File: config.mk
export PLATFORM = sky130hd
export DESIGN_NAME = rv_decode_top
export DESIGN_NICKNAME = d
export VERILOG_FILES = /design/src/verilog/rv_decode_pkg.sv /design/src/verilog/instr_classifier.sv /design/src/verilog/imm_extract.sv /design/src/verilog/operand_select.sv /design/src/verilog/stage_register.sv /design/src/verilog/rv_decode_top.sv
export VERILOG_INCLUDE_DIRS = /design/src /design/src/verilog
export SDC_FILE = /design/constraint.sdc
export NUM_CORES = 1
export LEC_CHECK = 0
export ABC_AREA = 1
export BUFFER_PORTS_ARGS = -buffer_cell sky130_fd_sc_hd__buf_4
export CORE_MARGIN = 4
export CORE_UTILIZATION = 45
export CTS_BUF_LIST = sky130_fd_sc_hd__clkbuf_8
export DETAILED_ROUTE_END_ITERATION = 10
export PLACE_DENSITY_LB_ADDON = 0.25
export SLEW_MARGIN = 10
export SYNTH_ARGS = -nofsm -noshare
export SYNTH_HDL_FRONTEND = slang
export SYNTH_SLANG_ARGS = --single-unit
File: constraint.sdc
create_clock -name g_clk -period 3.17 [get_ports g_clk]
set_input_delay 0.317 -clock g_clk [delete_from_list [all_inputs] [get_ports g_clk]]
set_output_delay 0.317 -clock g_clk [all_outputs]
set_load 0.03 [all_outputs]
File: src/verilog/rv_decode_macros.svh
// Width, reset and trap-cause constants for the RV32I decode stage
`ifndef RV_DECODE_MACROS_SVH
`define RV_DECODE_MACROS_SVH

// ---------------------------------------------------------------------------
// Datapath widths
// ---------------------------------------------------------------------------
`define RV_XLEN         32              // Data and address width
`define RV_REG_W        5               // Register address width

// ---------------------------------------------------------------------------
// Program counter
// ---------------------------------------------------------------------------
`define RV_PC_RESET     32'h8000_0000   // First fetch address
`define RV_PC_STEP      4               // Bytes per 32-bit instruction

// Trap causes, carried in the rd field of a trap record
`define RV_TRAP_IACCESS 1               // Fetch error
`define RV_TRAP_IOPCODE 2               // Invalid instruction

`endif

File: src/verilog/rv_decode_pkg.sv
// Encodings and issue record types of the RV32I decode stage
`default_nettype none
`include "rv_decode_macros.svh"

package rv_decode_pkg;

    // Major opcodes, low two bits included
    typedef enum logic [6:0] {
        OP     = 7'b0110011,
        OP_IMM = 7'b0010011,
        LOAD   = 7'b0000011,
        STORE  = 7'b0100011,
        BRANCH = 7'b1100011,
        JAL    = 7'b1101111,
        JALR   = 7'b1100111,
        LUI    = 7'b0110111,
        AUIPC  = 7'b0010111
    } opcode_e;

    typedef enum logic [1:0] {FU_NONE, FU_ALU, FU_LSU, FU_CFU} fu_e;

    // ---------------------------------------------------------------------------
    // Micro-ops, one space per unit
    // ---------------------------------------------------------------------------
    typedef enum logic [4:0] {
        ALU_ADD  = 5'h00, ALU_SUB  = 5'h01, ALU_AND  = 5'h02, ALU_OR   = 5'h03,
        ALU_XOR  = 5'h04, ALU_SLT  = 5'h05, ALU_SLTU = 5'h06, ALU_SLL  = 5'h07,
        ALU_SRL  = 5'h08, ALU_SRA  = 5'h09,
        CFU_BEQ  = 5'h10, CFU_BNE  = 5'h11, CFU_BLT  = 5'h12, CFU_BGE  = 5'h13,
        CFU_BLTU = 5'h14, CFU_BGEU = 5'h15, CFU_JALI = 5'h16, CFU_JALR = 5'h17,
        LSU_LB   = 5'h18, LSU_LBU  = 5'h19, LSU_LH   = 5'h1a, LSU_LHU  = 5'h1b,
        LSU_LW   = 5'h1c, LSU_SB   = 5'h1d, LSU_SH   = 5'h1e, LSU_SW   = 5'h1f
    } uop_e;

    typedef enum logic [2:0] {IMM_NONE, IMM_I, IMM_S, IMM_B, IMM_U, IMM_J} imm_fmt_e;

    typedef enum logic [1:0] {A_ZERO, A_RS1, A_PCIMM} opra_e;
    typedef enum logic [1:0] {B_ZERO, B_RS2, B_IMM} oprb_e;
    typedef enum logic [1:0] {C_ZERO, C_RS2, C_PCIMM} oprc_e;

    typedef struct packed {
        opra_e opra;
        oprb_e oprb;
        oprc_e oprc;
    } opr_src_t;

    // Record handed to the execute stage
    typedef struct packed {
        logic [`RV_REG_W-1:0] rd;     // Destination or trap cause
        logic [`RV_XLEN-1:0]  opr_a;
        logic [`RV_XLEN-1:0]  opr_b;
        logic [`RV_XLEN-1:0]  opr_c;
        uop_e                 uop;
        fu_e                  fu;
    } issue_t;

endpackage

`default_nettype wire

File: src/verilog/instr_classifier.sv
// Instruction classifier mapping RV32I words to unit, micro-op, operand sources and traps
`timescale 1ns/10ps
`default_nettype none
`include "rv_decode_macros.svh"

module instr_classifier import rv_decode_pkg::*; (
    input  wire [31:0]           instr_i,
    input  wire                  fetch_error_i,
    output logic [`RV_REG_W-1:0] rs1_addr_o,
    output logic [`RV_REG_W-1:0] rs2_addr_o,
    output logic [`RV_REG_W-1:0] rd_o,
    output fu_e                  fu_o,
    output uop_e                 uop_o,
    output imm_fmt_e             imm_fmt_o,
    output opr_src_t             opr_src_o,
    output logic                 trap_o
);

    logic [2:0] funct3;
    logic [6:0] funct7;
    logic       legal;       // Word is in the supported set
    logic       no_rd;       // Stores and branches

    assign funct3     = instr_i[14:12];
    assign funct7     = instr_i[31:25];
    assign rs1_addr_o = instr_i[19:15];
    assign rs2_addr_o = instr_i[24:20];

    // Shared by register and immediate ALU forms
    function automatic uop_e alu_op(input logic [2:0] f3, input logic alt);
        case (f3)
            3'b000:  return alt ? ALU_SUB : ALU_ADD;
            3'b001:  return ALU_SLL;
            3'b010:  return ALU_SLT;
            3'b011:  return ALU_SLTU;
            3'b100:  return ALU_XOR;
            3'b101:  return alt ? ALU_SRA : ALU_SRL;
            3'b110:  return ALU_OR;
            default: return ALU_AND;
        endcase
    endfunction

    always_comb begin
        legal     = 1'b1;
        no_rd     = 1'b0;
        fu_o      = FU_NONE;
        uop_o     = ALU_ADD;
        imm_fmt_o = IMM_NONE;
        opr_src_o = '{A_ZERO, B_ZERO, C_ZERO};
        // Compressed words miss every opcode since bits 1:0 are not 11
        case (opcode_e'(instr_i[6:0]))
            OP: begin
                fu_o      = FU_ALU;
                uop_o     = alu_op(funct3, funct7[5]);
                opr_src_o = '{A_RS1, B_RS2, C_ZERO};
                legal     = funct7 == 7'b0000000 ||
                            (funct7 == 7'b0100000 && (funct3 == 3'b000 || funct3 == 3'b101));
            end
            OP_IMM: begin
                fu_o      = FU_ALU;
                uop_o     = alu_op(funct3, funct7[5] && funct3 == 3'b101);
                imm_fmt_o = IMM_I;
                opr_src_o = '{A_RS1, B_IMM, C_ZERO};
                if (funct3 == 3'b001) begin
                    legal = funct7 == 7'b0000000;
                end else if (funct3 == 3'b101) begin
                    legal = funct7 == 7'b0000000 || funct7 == 7'b0100000;
                end
            end
            LOAD: begin
                fu_o      = FU_LSU;
                imm_fmt_o = IMM_I;
                opr_src_o = '{A_RS1, B_IMM, C_ZERO};
                case (funct3)
                    3'b000:  uop_o = LSU_LB;
                    3'b001:  uop_o = LSU_LH;
                    3'b010:  uop_o = LSU_LW;
                    3'b100:  uop_o = LSU_LBU;
                    3'b101:  uop_o = LSU_LHU;
                    default: legal = 1'b0;
                endcase
            end
            STORE: begin
                fu_o      = FU_LSU;
                imm_fmt_o = IMM_S;
                opr_src_o = '{A_RS1, B_IMM, C_RS2};   // Store data rides in C
                no_rd     = 1'b1;
                case (funct3)
                    3'b000:  uop_o = LSU_SB;
                    3'b001:  uop_o = LSU_SH;
                    3'b010:  uop_o = LSU_SW;
                    default: legal = 1'b0;
                endcase
            end
            BRANCH: begin
                fu_o      = FU_CFU;
                imm_fmt_o = IMM_B;
                opr_src_o = '{A_RS1, B_RS2, C_PCIMM};
                no_rd     = 1'b1;
                case (funct3)
                    3'b000:  uop_o = CFU_BEQ;
                    3'b001:  uop_o = CFU_BNE;
                    3'b100:  uop_o = CFU_BLT;
                    3'b101:  uop_o = CFU_BGE;
                    3'b110:  uop_o = CFU_BLTU;
                    3'b111:  uop_o = CFU_BGEU;
                    default: legal = 1'b0;
                endcase
            end
            JAL: begin
                fu_o      = FU_CFU;
                uop_o     = CFU_JALI;
                imm_fmt_o = IMM_J;
                opr_src_o = '{A_ZERO, B_ZERO, C_PCIMM};
            end
            JALR: begin
                fu_o      = FU_CFU;
                uop_o     = CFU_JALR;
                imm_fmt_o = IMM_I;
                opr_src_o = '{A_RS1, B_IMM, C_ZERO};
                legal     = funct3 == 3'b000;
            end
            LUI: begin
                fu_o      = FU_ALU;
                uop_o     = ALU_OR;                    // Zero OR immediate
                imm_fmt_o = IMM_U;
                opr_src_o = '{A_ZERO, B_IMM, C_ZERO};
            end
            AUIPC: begin
                fu_o      = FU_ALU;
                uop_o     = ALU_ADD;
                imm_fmt_o = IMM_U;
                opr_src_o = '{A_PCIMM, B_ZERO, C_ZERO};
            end
            default: legal = 1'b0;
        endcase

        trap_o = fetch_error_i || !legal;
        if (trap_o) begin
            fu_o  = FU_NONE;
            uop_o = ALU_ADD;                           // All-zero encoding
            rd_o  = legal ? `RV_REG_W'(`RV_TRAP_IACCESS) : `RV_REG_W'(`RV_TRAP_IOPCODE);
        end else if (no_rd) begin
            rd_o = '0;
        end else begin
            rd_o = instr_i[11:7];
        end
    end

endmodule

`default_nettype wire

File: src/verilog/imm_extract.sv
// Immediate unit building sign-extended and PC-relative immediates
`timescale 1ns/10ps
`default_nettype none
`include "rv_decode_macros.svh"

module imm_extract import rv_decode_pkg::*; (
    input  wire [31:0]          instr_i,
    input  imm_fmt_e            imm_fmt_i,
    output logic [`RV_XLEN-1:0] imm_o,      // Immediate for operand B
    output logic [`RV_XLEN-1:0] imm_pc_o    // Immediate added to the PC
);

    always_comb begin
        case (imm_fmt_i)
            IMM_I: imm_o = {{20{instr_i[31]}}, instr_i[31:20]};
            IMM_S: imm_o = {{20{instr_i[31]}}, instr_i[31:25], instr_i[11:7]};
            IMM_B: begin
                // Halfword offset, bit 0 implied
                imm_o = {{19{instr_i[31]}}, instr_i[31], instr_i[7],
                         instr_i[30:25], instr_i[11:8], 1'b0};
            end
            IMM_U: imm_o = {instr_i[31:12], 12'b0};
            IMM_J: begin
                imm_o = {{11{instr_i[31]}}, instr_i[31], instr_i[19:12],
                         instr_i[20], instr_i[30:21], 1'b0};
            end
            default: imm_o = '0;
        endcase
    end

    // Only branch, jump and upper-immediate forms feed the PC adder
    assign imm_pc_o = (imm_fmt_i == IMM_B || imm_fmt_i == IMM_J || imm_fmt_i == IMM_U) ?
                      imm_o : '0;

endmodule

`default_nettype wire

File: src/verilog/operand_select.sv
// Operand unit holding the program counter and forming operands A, B and C
`timescale 1ns/10ps
`default_nettype none
`include "rv_decode_macros.svh"

module operand_select import rv_decode_pkg::*; (
    input  wire                 g_clk,
    input  wire                 g_resetn,
    input  wire                 accept_i,      // Instruction taken this cycle
    input  wire                 cf_req_i,
    input  wire                 cf_ack_i,
    input  wire [`RV_XLEN-1:0]  cf_target_i,
    input  wire [`RV_XLEN-1:0]  rs1_rdata_i,
    input  wire [`RV_XLEN-1:0]  rs2_rdata_i,
    input  wire [`RV_XLEN-1:0]  imm_i,
    input  wire [`RV_XLEN-1:0]  imm_pc_i,
    input  opr_src_t            opr_src_i,
    input  wire                 trap_i,        // Zero all operands
    input  wire [`RV_REG_W-1:0] rd_i,
    input  fu_e                 fu_i,
    input  uop_e                uop_i,
    output issue_t              issue_o
);

    logic [`RV_XLEN-1:0] pc_q;
    logic [`RV_XLEN-1:0] pc_plus_imm;
    logic [`RV_XLEN-1:0] opr_a;
    logic [`RV_XLEN-1:0] opr_b;
    logic [`RV_XLEN-1:0] opr_c;

    // ---------------------------------------------------------------------------
    // Program counter
    // ---------------------------------------------------------------------------
    always_ff @(posedge g_clk) begin
        if (!g_resetn) begin
            pc_q <= `RV_PC_RESET;
        end else if (cf_req_i && cf_ack_i) begin
            pc_q <= cf_target_i;                       // Redirect beats step
        end else if (accept_i) begin
            pc_q <= pc_q + `RV_XLEN'(`RV_PC_STEP);
        end
    end

    assign pc_plus_imm = pc_q + imm_pc_i;              // Branch / jump target, AUIPC sum

    // ---------------------------------------------------------------------------
    // Operand muxes
    // ---------------------------------------------------------------------------
    always_comb begin
        case (opr_src_i.opra)
            A_RS1:   opr_a = rs1_rdata_i;
            A_PCIMM: opr_a = pc_plus_imm;
            default: opr_a = '0;
        endcase
        case (opr_src_i.oprb)
            B_RS2:   opr_b = rs2_rdata_i;
            B_IMM:   opr_b = imm_i;
            default: opr_b = '0;
        endcase
        case (opr_src_i.oprc)
            C_RS2:   opr_c = rs2_rdata_i;
            C_PCIMM: opr_c = pc_plus_imm;
            default: opr_c = '0;
        endcase
        if (trap_i) begin
            opr_a = '0;
            opr_b = '0;
            opr_c = '0;
        end
    end

    assign issue_o = '{rd: rd_i, opr_a: opr_a, opr_b: opr_b, opr_c: opr_c,
                       uop: uop_i, fu: fu_i};

endmodule

`default_nettype wire

File: src/verilog/stage_register.sv
// One-entry decode/execute pipeline register with valid/busy flow control
`timescale 1ns/10ps
`default_nettype none

module stage_register import rv_decode_pkg::*; (
    input  wire    g_clk,
    input  wire    g_resetn,
    input  wire    flush_i,     // Drop the held record
    input  wire    valid_i,
    input  issue_t issue_i,
    input  wire    busy_i,      // Downstream stalled
    output logic   busy_o,      // Stall upstream
    output logic   accept_o,    // Input record taken
    output logic   valid_o,
    output issue_t issue_o
);

    logic   valid_q;
    issue_t issue_q;

    // Free or draining this cycle means a new record can land
    assign busy_o   = valid_q && busy_i;
    assign accept_o = valid_i && !busy_o;
    assign valid_o  = valid_q;
    assign issue_o  = issue_q;

    always_ff @(posedge g_clk) begin
        if (!g_resetn || flush_i) begin
            valid_q <= 1'b0;                           // Flush wins over load
        end else if (!busy_o) begin
            valid_q <= valid_i;
        end
    end

    always_ff @(posedge g_clk) begin
        if (accept_o) begin
            issue_q <= issue_i;
        end
    end

endmodule

`default_nettype wire

File: src/verilog/rv_decode_top.sv
// Decode stage top level joining classifier, immediates, operands and stage register
`timescale 1ns/10ps
`default_nettype none
`include "rv_decode_macros.svh"

module rv_decode_top import rv_decode_pkg::*; (
    input  wire                 g_clk,
    input  wire                 g_resetn,
    input  wire                 s1_valid_i,   // Fetch word valid
    output logic                s1_busy_o,    // Stall fetch
    input  wire [31:0]          s1_data_i,    // Instruction word
    input  wire                 s1_error_i,   // Fetch error on this word
    input  wire                 s1_flush_i,
    output logic [`RV_REG_W-1:0] rs1_addr_o,
    output logic [`RV_REG_W-1:0] rs2_addr_o,
    input  wire [`RV_XLEN-1:0]  rs1_rdata_i,
    input  wire [`RV_XLEN-1:0]  rs2_rdata_i,
    input  wire                 cf_req_i,     // Control flow change request
    input  wire                 cf_ack_i,
    input  wire [`RV_XLEN-1:0]  cf_target_i,
    output logic                s2_valid_o,
    input  wire                 s2_busy_i,    // Execute stage stalled
    output issue_t              s2_issue_o
);

    logic [`RV_REG_W-1:0] rd;
    fu_e                  fu;
    uop_e                 uop;
    imm_fmt_e             imm_fmt;
    opr_src_t             opr_src;
    logic                 trap;
    logic [`RV_XLEN-1:0]  imm;
    logic [`RV_XLEN-1:0]  imm_pc;
    issue_t               issue;
    logic                 accept;         // Fetch word taken this cycle

    instr_classifier instr_classifier_i (
        .instr_i       (s1_data_i),
        .fetch_error_i (s1_error_i),
        .rs1_addr_o    (rs1_addr_o),
        .rs2_addr_o    (rs2_addr_o),
        .rd_o          (rd),
        .fu_o          (fu),
        .uop_o         (uop),
        .imm_fmt_o     (imm_fmt),
        .opr_src_o     (opr_src),
        .trap_o        (trap)
    );

    imm_extract imm_extract_i (
        .instr_i   (s1_data_i),
        .imm_fmt_i (imm_fmt),
        .imm_o     (imm),
        .imm_pc_o  (imm_pc)
    );

    operand_select operand_select_i (
        .g_clk       (g_clk),
        .g_resetn    (g_resetn),
        .accept_i    (accept),
        .cf_req_i    (cf_req_i),
        .cf_ack_i    (cf_ack_i),
        .cf_target_i (cf_target_i),
        .rs1_rdata_i (rs1_rdata_i),
        .rs2_rdata_i (rs2_rdata_i),
        .imm_i       (imm),
        .imm_pc_i    (imm_pc),
        .opr_src_i   (opr_src),
        .trap_i      (trap),
        .rd_i        (rd),
        .fu_i        (fu),
        .uop_i       (uop),
        .issue_o     (issue)
    );

    stage_register stage_register_i (
        .g_clk    (g_clk),
        .g_resetn (g_resetn),
        .flush_i  (s1_flush_i),
        .valid_i  (s1_valid_i),
        .issue_i  (issue),
        .busy_i   (s2_busy_i),
        .busy_o   (s1_busy_o),
        .accept_o (accept),
        .valid_o  (s2_valid_o),
        .issue_o  (s2_issue_o)
    );

endmodule

`default_nettype wire

==> results of run 1 <==
## state kept, by name (all words and copies together) (netlist names)
signal and flops:
stage_register_i.issue_o 108, stage_register_i.valid_o 1, operand_select_i.pc_q 32
## power by group
group	switching, uW	leakage (uW)	internal (uW)	total, uW
Clock	921	0.000192	585	1510
Sequential	79.4	0.00136	2070	2150
Combinational	520	0.00461	369	888
Total	1520	0.00616	3030	4550
## how the worst min path moves through the flow
stage	start	endpoint
finish	cf_target_i[0]	operand_select_i.pc_q[0]$_SDFFE_PN0P_
global route	cf_target_i[0]	operand_select_i.pc_q[0]$_SDFFE_PN0P_
detailed placement	s1_flush_i	stage_register_i.valid_o$_SDFFE_PP0N_
floorplan	s1_flush_i	stage_register_i.valid_o$_SDFFE_PP0N_
global placement	s1_flush_i	stage_register_i.valid_o$_SDFFE_PP0N_
CTS	cf_target_i[0]	operand_select_i.pc_q[0]$_SDFFE_PN0P_
## area by class of cell
| cell class | instances | share of cell area |
|---|---|---|
| clock inverter | 15 | 0.01066 |
| timing repair buffer | 440 | 0.2392 |
| tap | 280 | 0.02488 |
| sequential | 141 | 0.2773 |
| inverter | 151 | 0.04052 |
| clock buffer | 17 | 0.01662 |
| multi-input combinational | 1077 | 0.3908 |
## critical path: stages
cell and delay, ns:
buf_4 0.08, nand2_1 0.08, inv_1 0.12, nand3_2 0.18, buf_4 0.22, buf_4 0.14
o22ai_2 0.18, inv_1 0.08, nor2_1 0.16, ha_1 0.28, or2_2 0.35, and2_1 0.20
nand4_1 0.08, nand2_1 0.17, buf_4 0.19, or2_2 0.28, nand3_1 0.08, a21oi_1 0.09
## cell usage after synthesis (7+ instances only)
library cell,number,area share
ha_1,38,0.046
nand4_1,16,0.0098
a21oi_1,186,0.091
buf_4,11,0.0081
edfxtp_1,108,0.32
clkbuf_1,30,0.011
nand3b_1,11,0.0081
nor2_1,142,0.052
nor3_1,26,0.013
xnor2_1,11,0.0094
o211ai_1,11,0.0081
dfxtp_1,33,0.064
nor2_2,16,0.0098
nand2_1,384,0.14
or2_2,22,0.013
o22ai_1,11,0.0067
nand3_1,96,0.047
o21ai_0,36,0.018
nor2_4,11,0.012
inv_1,144,0.053
buf_2,9,0.0044
a211oi_1,7,0.0051
## kinds of logic after synthesis
group,count (synthesis),share of synthesized area
xor gates and xnor gates,15,0.01282
buffers and inverters,209,0.08623
AOI/OAI and AO/OA,277,0.1479
other,1,0.0003661
DFF,141,0.3811
and+or+nand+nor,745,0.3232
adders and majority gates,39,0.04837
## per-layer routing
metal,vias to the layer above,global-route usage,part of all wire
li1,5583,-,-
met1,5365,0.4501,0.42
met2,653,0.5285,0.46
met3,78,0.06454,0.092
met4,0,0.1097,0.030
met5,-,0,0
## cells in the final DEF (no fill, tap or decap), drive strengths merged, types with 17 or more instances in the layout
master / n
a21oi: 186
buf: 439
clkbuf: 17
dfxtp: 33
edfxtp: 108
ha: 38
inv: 157
nand2: 390
nand3: 99
nand4: 17
nor2: 170
nor3: 26
o21ai: 40
or2: 22
## repair_timing
action                                 CTS  global route
hold buffers                             1             0
endpoints found under the hold margin    1             0
gates resized for setup                  0            12
setup endpoints to repair                0            29
## per-stage QoR
stage | util | setup WS (ns)
2_1_floorplan | - | 0.1978
5_1_grt | 0.6373 | -0.007528
3_3_place_gp | 0.6173 | -0.3586
4_1_cts | 0.6352 | 0.1168
6_report | 0.6373 | 0.1015
3_5_place_dp | 0.6173 | -0.3799
==> metrics.cfg, run 1 <==
[timing]
finalSetupViolCount = 0
fin_tns_setup_ns = 0
rsz0062_at_grt = yes
finalClockSkew_ns = 0.02032
fin_crit_sh = 0.9680
timing_hold_violations_final = 0
fmax_mhz = 325.9
slew_headroom = 0.2158
report.final.slew_viol_count = 0
period_needed_ns = 3.068
tightest_slew_ns = 1.176
hold_ws_ns = 0.09736

[global_routing]
grt.total_usage = 0.3295
overflow = 0
antenna_found_initial = 0
grt_first_pass_wirelength_um = 64910
grt_max_degree = 43
grt_pass1_vias = 11300

[clock_tree]
clock-sinks = 141
cts_buffers = 17
cts_root_buf = clkbuf_8
path_clk_slew_ns = 0.10
worstSkewPairLatency_ns = 0.48
cts_max_level = 4
cts_tree = yes
postCtsSetupBuffers = 0
cts_buffer_depth = 2

[critical_path]
crit_type = input pin to register
r2r_setup_slack_ns = 0.66
arrival_ns = 3.29
cp-start-kind = input pin
cp-startpoint = s1_data_i[1]
worstPathRequired_ns = 3.39
worstSetupEndpoint = stage_register_i.issue_o[18]$_SDFFCE_PP0P_
r2r_cells = 13
r2r_start = operand_select_i.pc_q[11]$_SDFFE_PN0P_
worst-path-max-fanout = 6
cp-end-kind = register
reg2reg_to = stage_register_i.issue_o[36]$_SDFFCE_PP0P_

[synth]
mappedNetlistArea_sq_um = 10240
syn_nets = 1602
synth.distinct_cells = 48
ys_seq_area_frac = 0.3811
synth-edff-count = 108
synth_ff_type = edfxtp_1
yosys_warnings = 0
async_reset_ff_frac = 0
synth_cells = 1427
syn_avg_cell_area_sq_um = 7.178
ys_seq_elements = 141

[cells_and_area]
multi_input_area_sq_um = 5503
fin_area_sq_um = 14080
diodes = 0
stdcell_count = 2121
final_nets = 2003
drive_above_1_share = 0.2982
syn_to_final_growth_pct = 37.45
regArea_sq_um = 3904
final.fill_count = 2038

[routing]
ant_nets = 0
dr_total_vias = 11680
vias_per_cell = 5.506
dr.first_iter.drc_count = 1233
dr.pass1.iters = 6
route.detailed.drc = 0
wl_per_cell_um = 20.25
totalWireLength_um = 42950

[power]
p_leak_uw = 0.006164
ir_worst_vdd_uv = 221.7
power.density_nw_per_um2 = 323.0
power_uw = 4548

[place]
placed_cells = 2088
portBuffers = 255
gp_congestion = 1.040
dp_hpwl_um = 35360
place_area_sq_um = 13640

[min_path]
min_path_type = input pin to register
hold_path_depth = 3

[floorplanning]
placementRows = 54
core_sq_um = 22090
start_util = 0.4636
die_h_um = 158.9
die_w_um = 158.9
ios = 256
die_area_sq_um = 25240

[run]
cap_violations = 0

[run_status]
run_status = finished, final reports clean

Power figures use the tool's default switching activity.
==> run 2, diff against run 1 <==
--- a/config.mk
+++ b/config.mk
@@ -6,10 +6,9 @@
 export SDC_FILE = /design/constraint.sdc
 export NUM_CORES = 1
 export LEC_CHECK = 0
-export ABC_AREA = 1
 export BUFFER_PORTS_ARGS = -buffer_cell sky130_fd_sc_hd__buf_4
 export CORE_MARGIN = 4
-export CORE_UTILIZATION = 45
+export CORE_UTILIZATION = 38
 export CTS_BUF_LIST = sky130_fd_sc_hd__clkbuf_8
 export DETAILED_ROUTE_END_ITERATION = 10
 export PLACE_DENSITY_LB_ADDON = 0.25
==> run 2 against run 1 <==
Effect of this change: the flow now finishes with violations (negative setup slack); fmax shrank 7.7%; critical path depth is the same; clock skew is essentially flat; final cell count shrank 24%; combinational power shrank 3.7%; register-to-register slack lost 0.37 ns; worst setup slack lost 0.26 ns; routed wire length shrank 24%; global-route usage shrank 8.4 points; critical endpoint is now stage_register_i.issue_o[102]$_SDFFCE_PP0P_; largest power group unchanged.
==> metrics.cfg, run 2 <==
[clock_tree]
cts_buffers = 17
cts_buffer_depth = 2
path_clk_slew_ns = 0.10
cts_tree = yes
cts_root_buf = clkbuf_8
worstSkewPairLatency_ns = 0.48
cts_max_level = 4
clock-sinks = 141

[routing]
vias_per_cell = 5.425
dr.first_iter.drc_count = 701
ant_nets = 0
route.detailed.drc = 0
totalWireLength_um = 32510
dr.pass1.iters = 5
dr_total_vias = 8702
wl_per_cell_um = 20.27

[synth]
synth-edff-count = 108
yosys-top-cells-count = 143 x nor2_1, 108 x edfxtp_1, 86 x nand2_1
ys_top_cells_by_area = edfxtp_1 37%, dfxtp_1 7.5%, nor2_1 6.1%
synth_ff_type = edfxtp_1
synth.distinct_cells = 65
ys_seq_area_frac = 0.4444
synth-compound-area-share = 0.2177
synth_cells = 947
ys_seq_elements = 141
synth_top_family_by_area = compound AO/OA/AOI/OAI gates
mappedNetlistArea_sq_um = 8783
syn_avg_cell_area_sq_um = 9.275
yosysMostFrequentCell = nor2_1
synthAdderAreaFrac = 0.05641
yosysTopAreaCellShare = 0.3692
synthSimpleGateAreaFrac = 0.1830
yosys_warnings = 0
async_reset_ff_frac = 0
synthXorXnorAreaFrac = 0.05584
synthMuxAreaShare = 0.001140
syn_nets = 1122
synth_top_area_cell = edfxtp_1

[power]
ir_worst_vdd_uv = 212.5
power.density_nw_per_um2 = 345.9
p_leak_uw = 0.005433
power_uw = 4461

[cells_and_area]
syn_to_final_growth_pct = 46.85
final.fill_count = 2075
final_nets = 1481
drive_above_1_share = 0.4049
layout_common_cells = 395 x buf_4, 132 x nor2_1, 108 x edfxtp_1, 83 x nand2_1, 54 x a22oi_1
diodes = 0
fin_area_sq_um = 12900
final_common_cell = buf_4
multi_input_area_sq_um = 5044
largest_reg_flops = 108
regArea_sq_um = 3904

[critical_path]
r2r_cells = 10
cp-start-kind = input pin
worstPathRequired_ns = 3.41
worst-path-max-fanout = 4
r2r_setup_slack_ns = 0.29
reg2reg_to = stage_register_i.issue_o[102]$_SDFFCE_PP0P_
cp-end-kind = register
crit_type = input pin to register
r2r_start = operand_select_i.pc_q[2]$_SDFFE_PN0P_
arrival_ns = 3.56
worstSetupEndpoint = stage_register_i.issue_o[102]$_SDFFCE_PP0P_
cp-startpoint = s1_data_i[5]

[global_routing]
grt.total_usage = 0.2457
grtUsageMet2 = 0.3894
top_usage_layer = met2
antenna_found_initial = 0
overflow = 0
use_met3 = 0.04877
grt_pass1_vias = 8577
grt_max_degree = 92
grtUsageMet1 = 0.3446
grt_first_pass_wirelength_um = 49360

[timing]
report.final.slew_viol_count = 0
finalSetupViolCount = 12
rsz0062_at_grt = yes
period_needed_ns = 3.324
tightest_slew_ns = 1.040
slew_headroom = 0.3062
hold_ws_ns = 0.04884
finalClockSkew_ns = 0.02014
fin_ws_ns = -0.1538
fin_crit_sh = 1.049
fmax_mhz = 300.9
timing_hold_violations_final = 0

[run_status]
run_status = finished with violations
violations = negative setup slack

[place]
portBuffers = 255
place_area_sq_um = 12080
gp_congestion = 0.9401
dp_hpwl_um = 25530
dp_slack_ns = -0.7501

[min_path]
min_path_type = input pin to register

[floorplanning]
ios = 256
die_area_sq_um = 25610
placementRows = 55
die_h_um = 160.0
core_sq_um = 22710
start_util = 0.3868
die_w_um = 160.0

[run]
cap_violations = 0

-- run 2: area by class of cell --
cell class                      instances  share of cell area
Clock buffer                           17             0.01814
Clock inverter                         15             0.01125
Inverter                               15            0.004365
Multi-Input combinational cell        724              0.3910
Sequential cell                       141              0.3026
Tap cell                              285             0.02765
Timing Repair Buffer                  407              0.2449
-- run 2: cell families (layout without fill, tap and decap cells) --
| group | Yosys count | after routing |
|---|---|---|
| and+or+nand+nor | 348 | 348 |
| AOI/OAI and AO/OA | 279 | 279 |
| DFF | 141 | 141 |
| buffers and inverters | 82 | 454 |
| xor gates and xnor gates | 56 | 56 |
| adders and majority gates | 39 | 39 |
| other | 1 | 1 |
| muxes | 1 | 1 |
-- run 2: critical path, cell delays in order --
cell and delay (ns):
buf_8 0.10, and3b_2 0.23, nand2_4 0.11, nor2_4 0.05, a21o_1 0.21, nor2_4 0.20
buf_6 0.17, nor2_4 0.04, ha_4 0.17, a211o_1 0.30, a211oi_2 0.30, o311ai_2 0.15
a311o_1 0.33, a22oi_2 0.22, nand3_1 0.13, a31oi_2 0.16, xnor2_1 0.14, a22o_1 0.21
-- run 2: per-layer routing --
layer | vias to the layer above | share of wire
met5 | - | 0
met4 | 0 | 0.022
met3 | 44 | 0.077
met2 | 389 | 0.46
met1 | 4085 | 0.44
li1 | 4184 | -
-- run 2: where the power goes --
part,leakage (uW),internal [uW],total (uW),switching (uW)
clock network,0.000190,583,1470,884
logic,0.00389,373,855,483
registers,0.00135,2070,2140,65.1
-- run 2: repair_timing --
item / 4_1_cts / 5_1_grt
endpoints found under the setup margin: 25 / 35
setup buffers: 7 / 1
pin swaps: 31 / 35
hold buffers: 1 / 0
endpoints found under the hold margin: 1 / 0
resized for setup: 34 / 52
-- run 2: metrics by stage --
step	setup TNS, ns	utilization	instances
after global placement	-21.10	0.5320	1567
after floorplan	-10.45	-	947
after detailed placement	-22.76	0.5320	1567
after CTS	-0.3698	0.5566	1606
after global routing	-2.707	0.5680	1604
final	-0.7345	0.5680	1604
-- run 2: worst min path at each step --
stage               start                                      to  slack [ns]  cells after the start
2_1_floorplan  s1_flush_i   stage_register_i.valid_o$_SDFFE_PP0N_        0.40                      1
3_3_place_gp   s1_flush_i   stage_register_i.valid_o$_SDFFE_PP0N_        0.48                      2
3_5_place_dp   s1_flush_i   stage_register_i.valid_o$_SDFFE_PP0N_        0.49                      2
4_1_cts          g_resetn  operand_select_i.pc_q[31]$_SDFFE_PN1P_        0.03                      2
5_1_grt          g_resetn  operand_select_i.pc_q[31]$_SDFFE_PN1P_        0.06                      2
6_report         g_resetn  operand_select_i.pc_q[31]$_SDFFE_PN1P_        0.05                      2
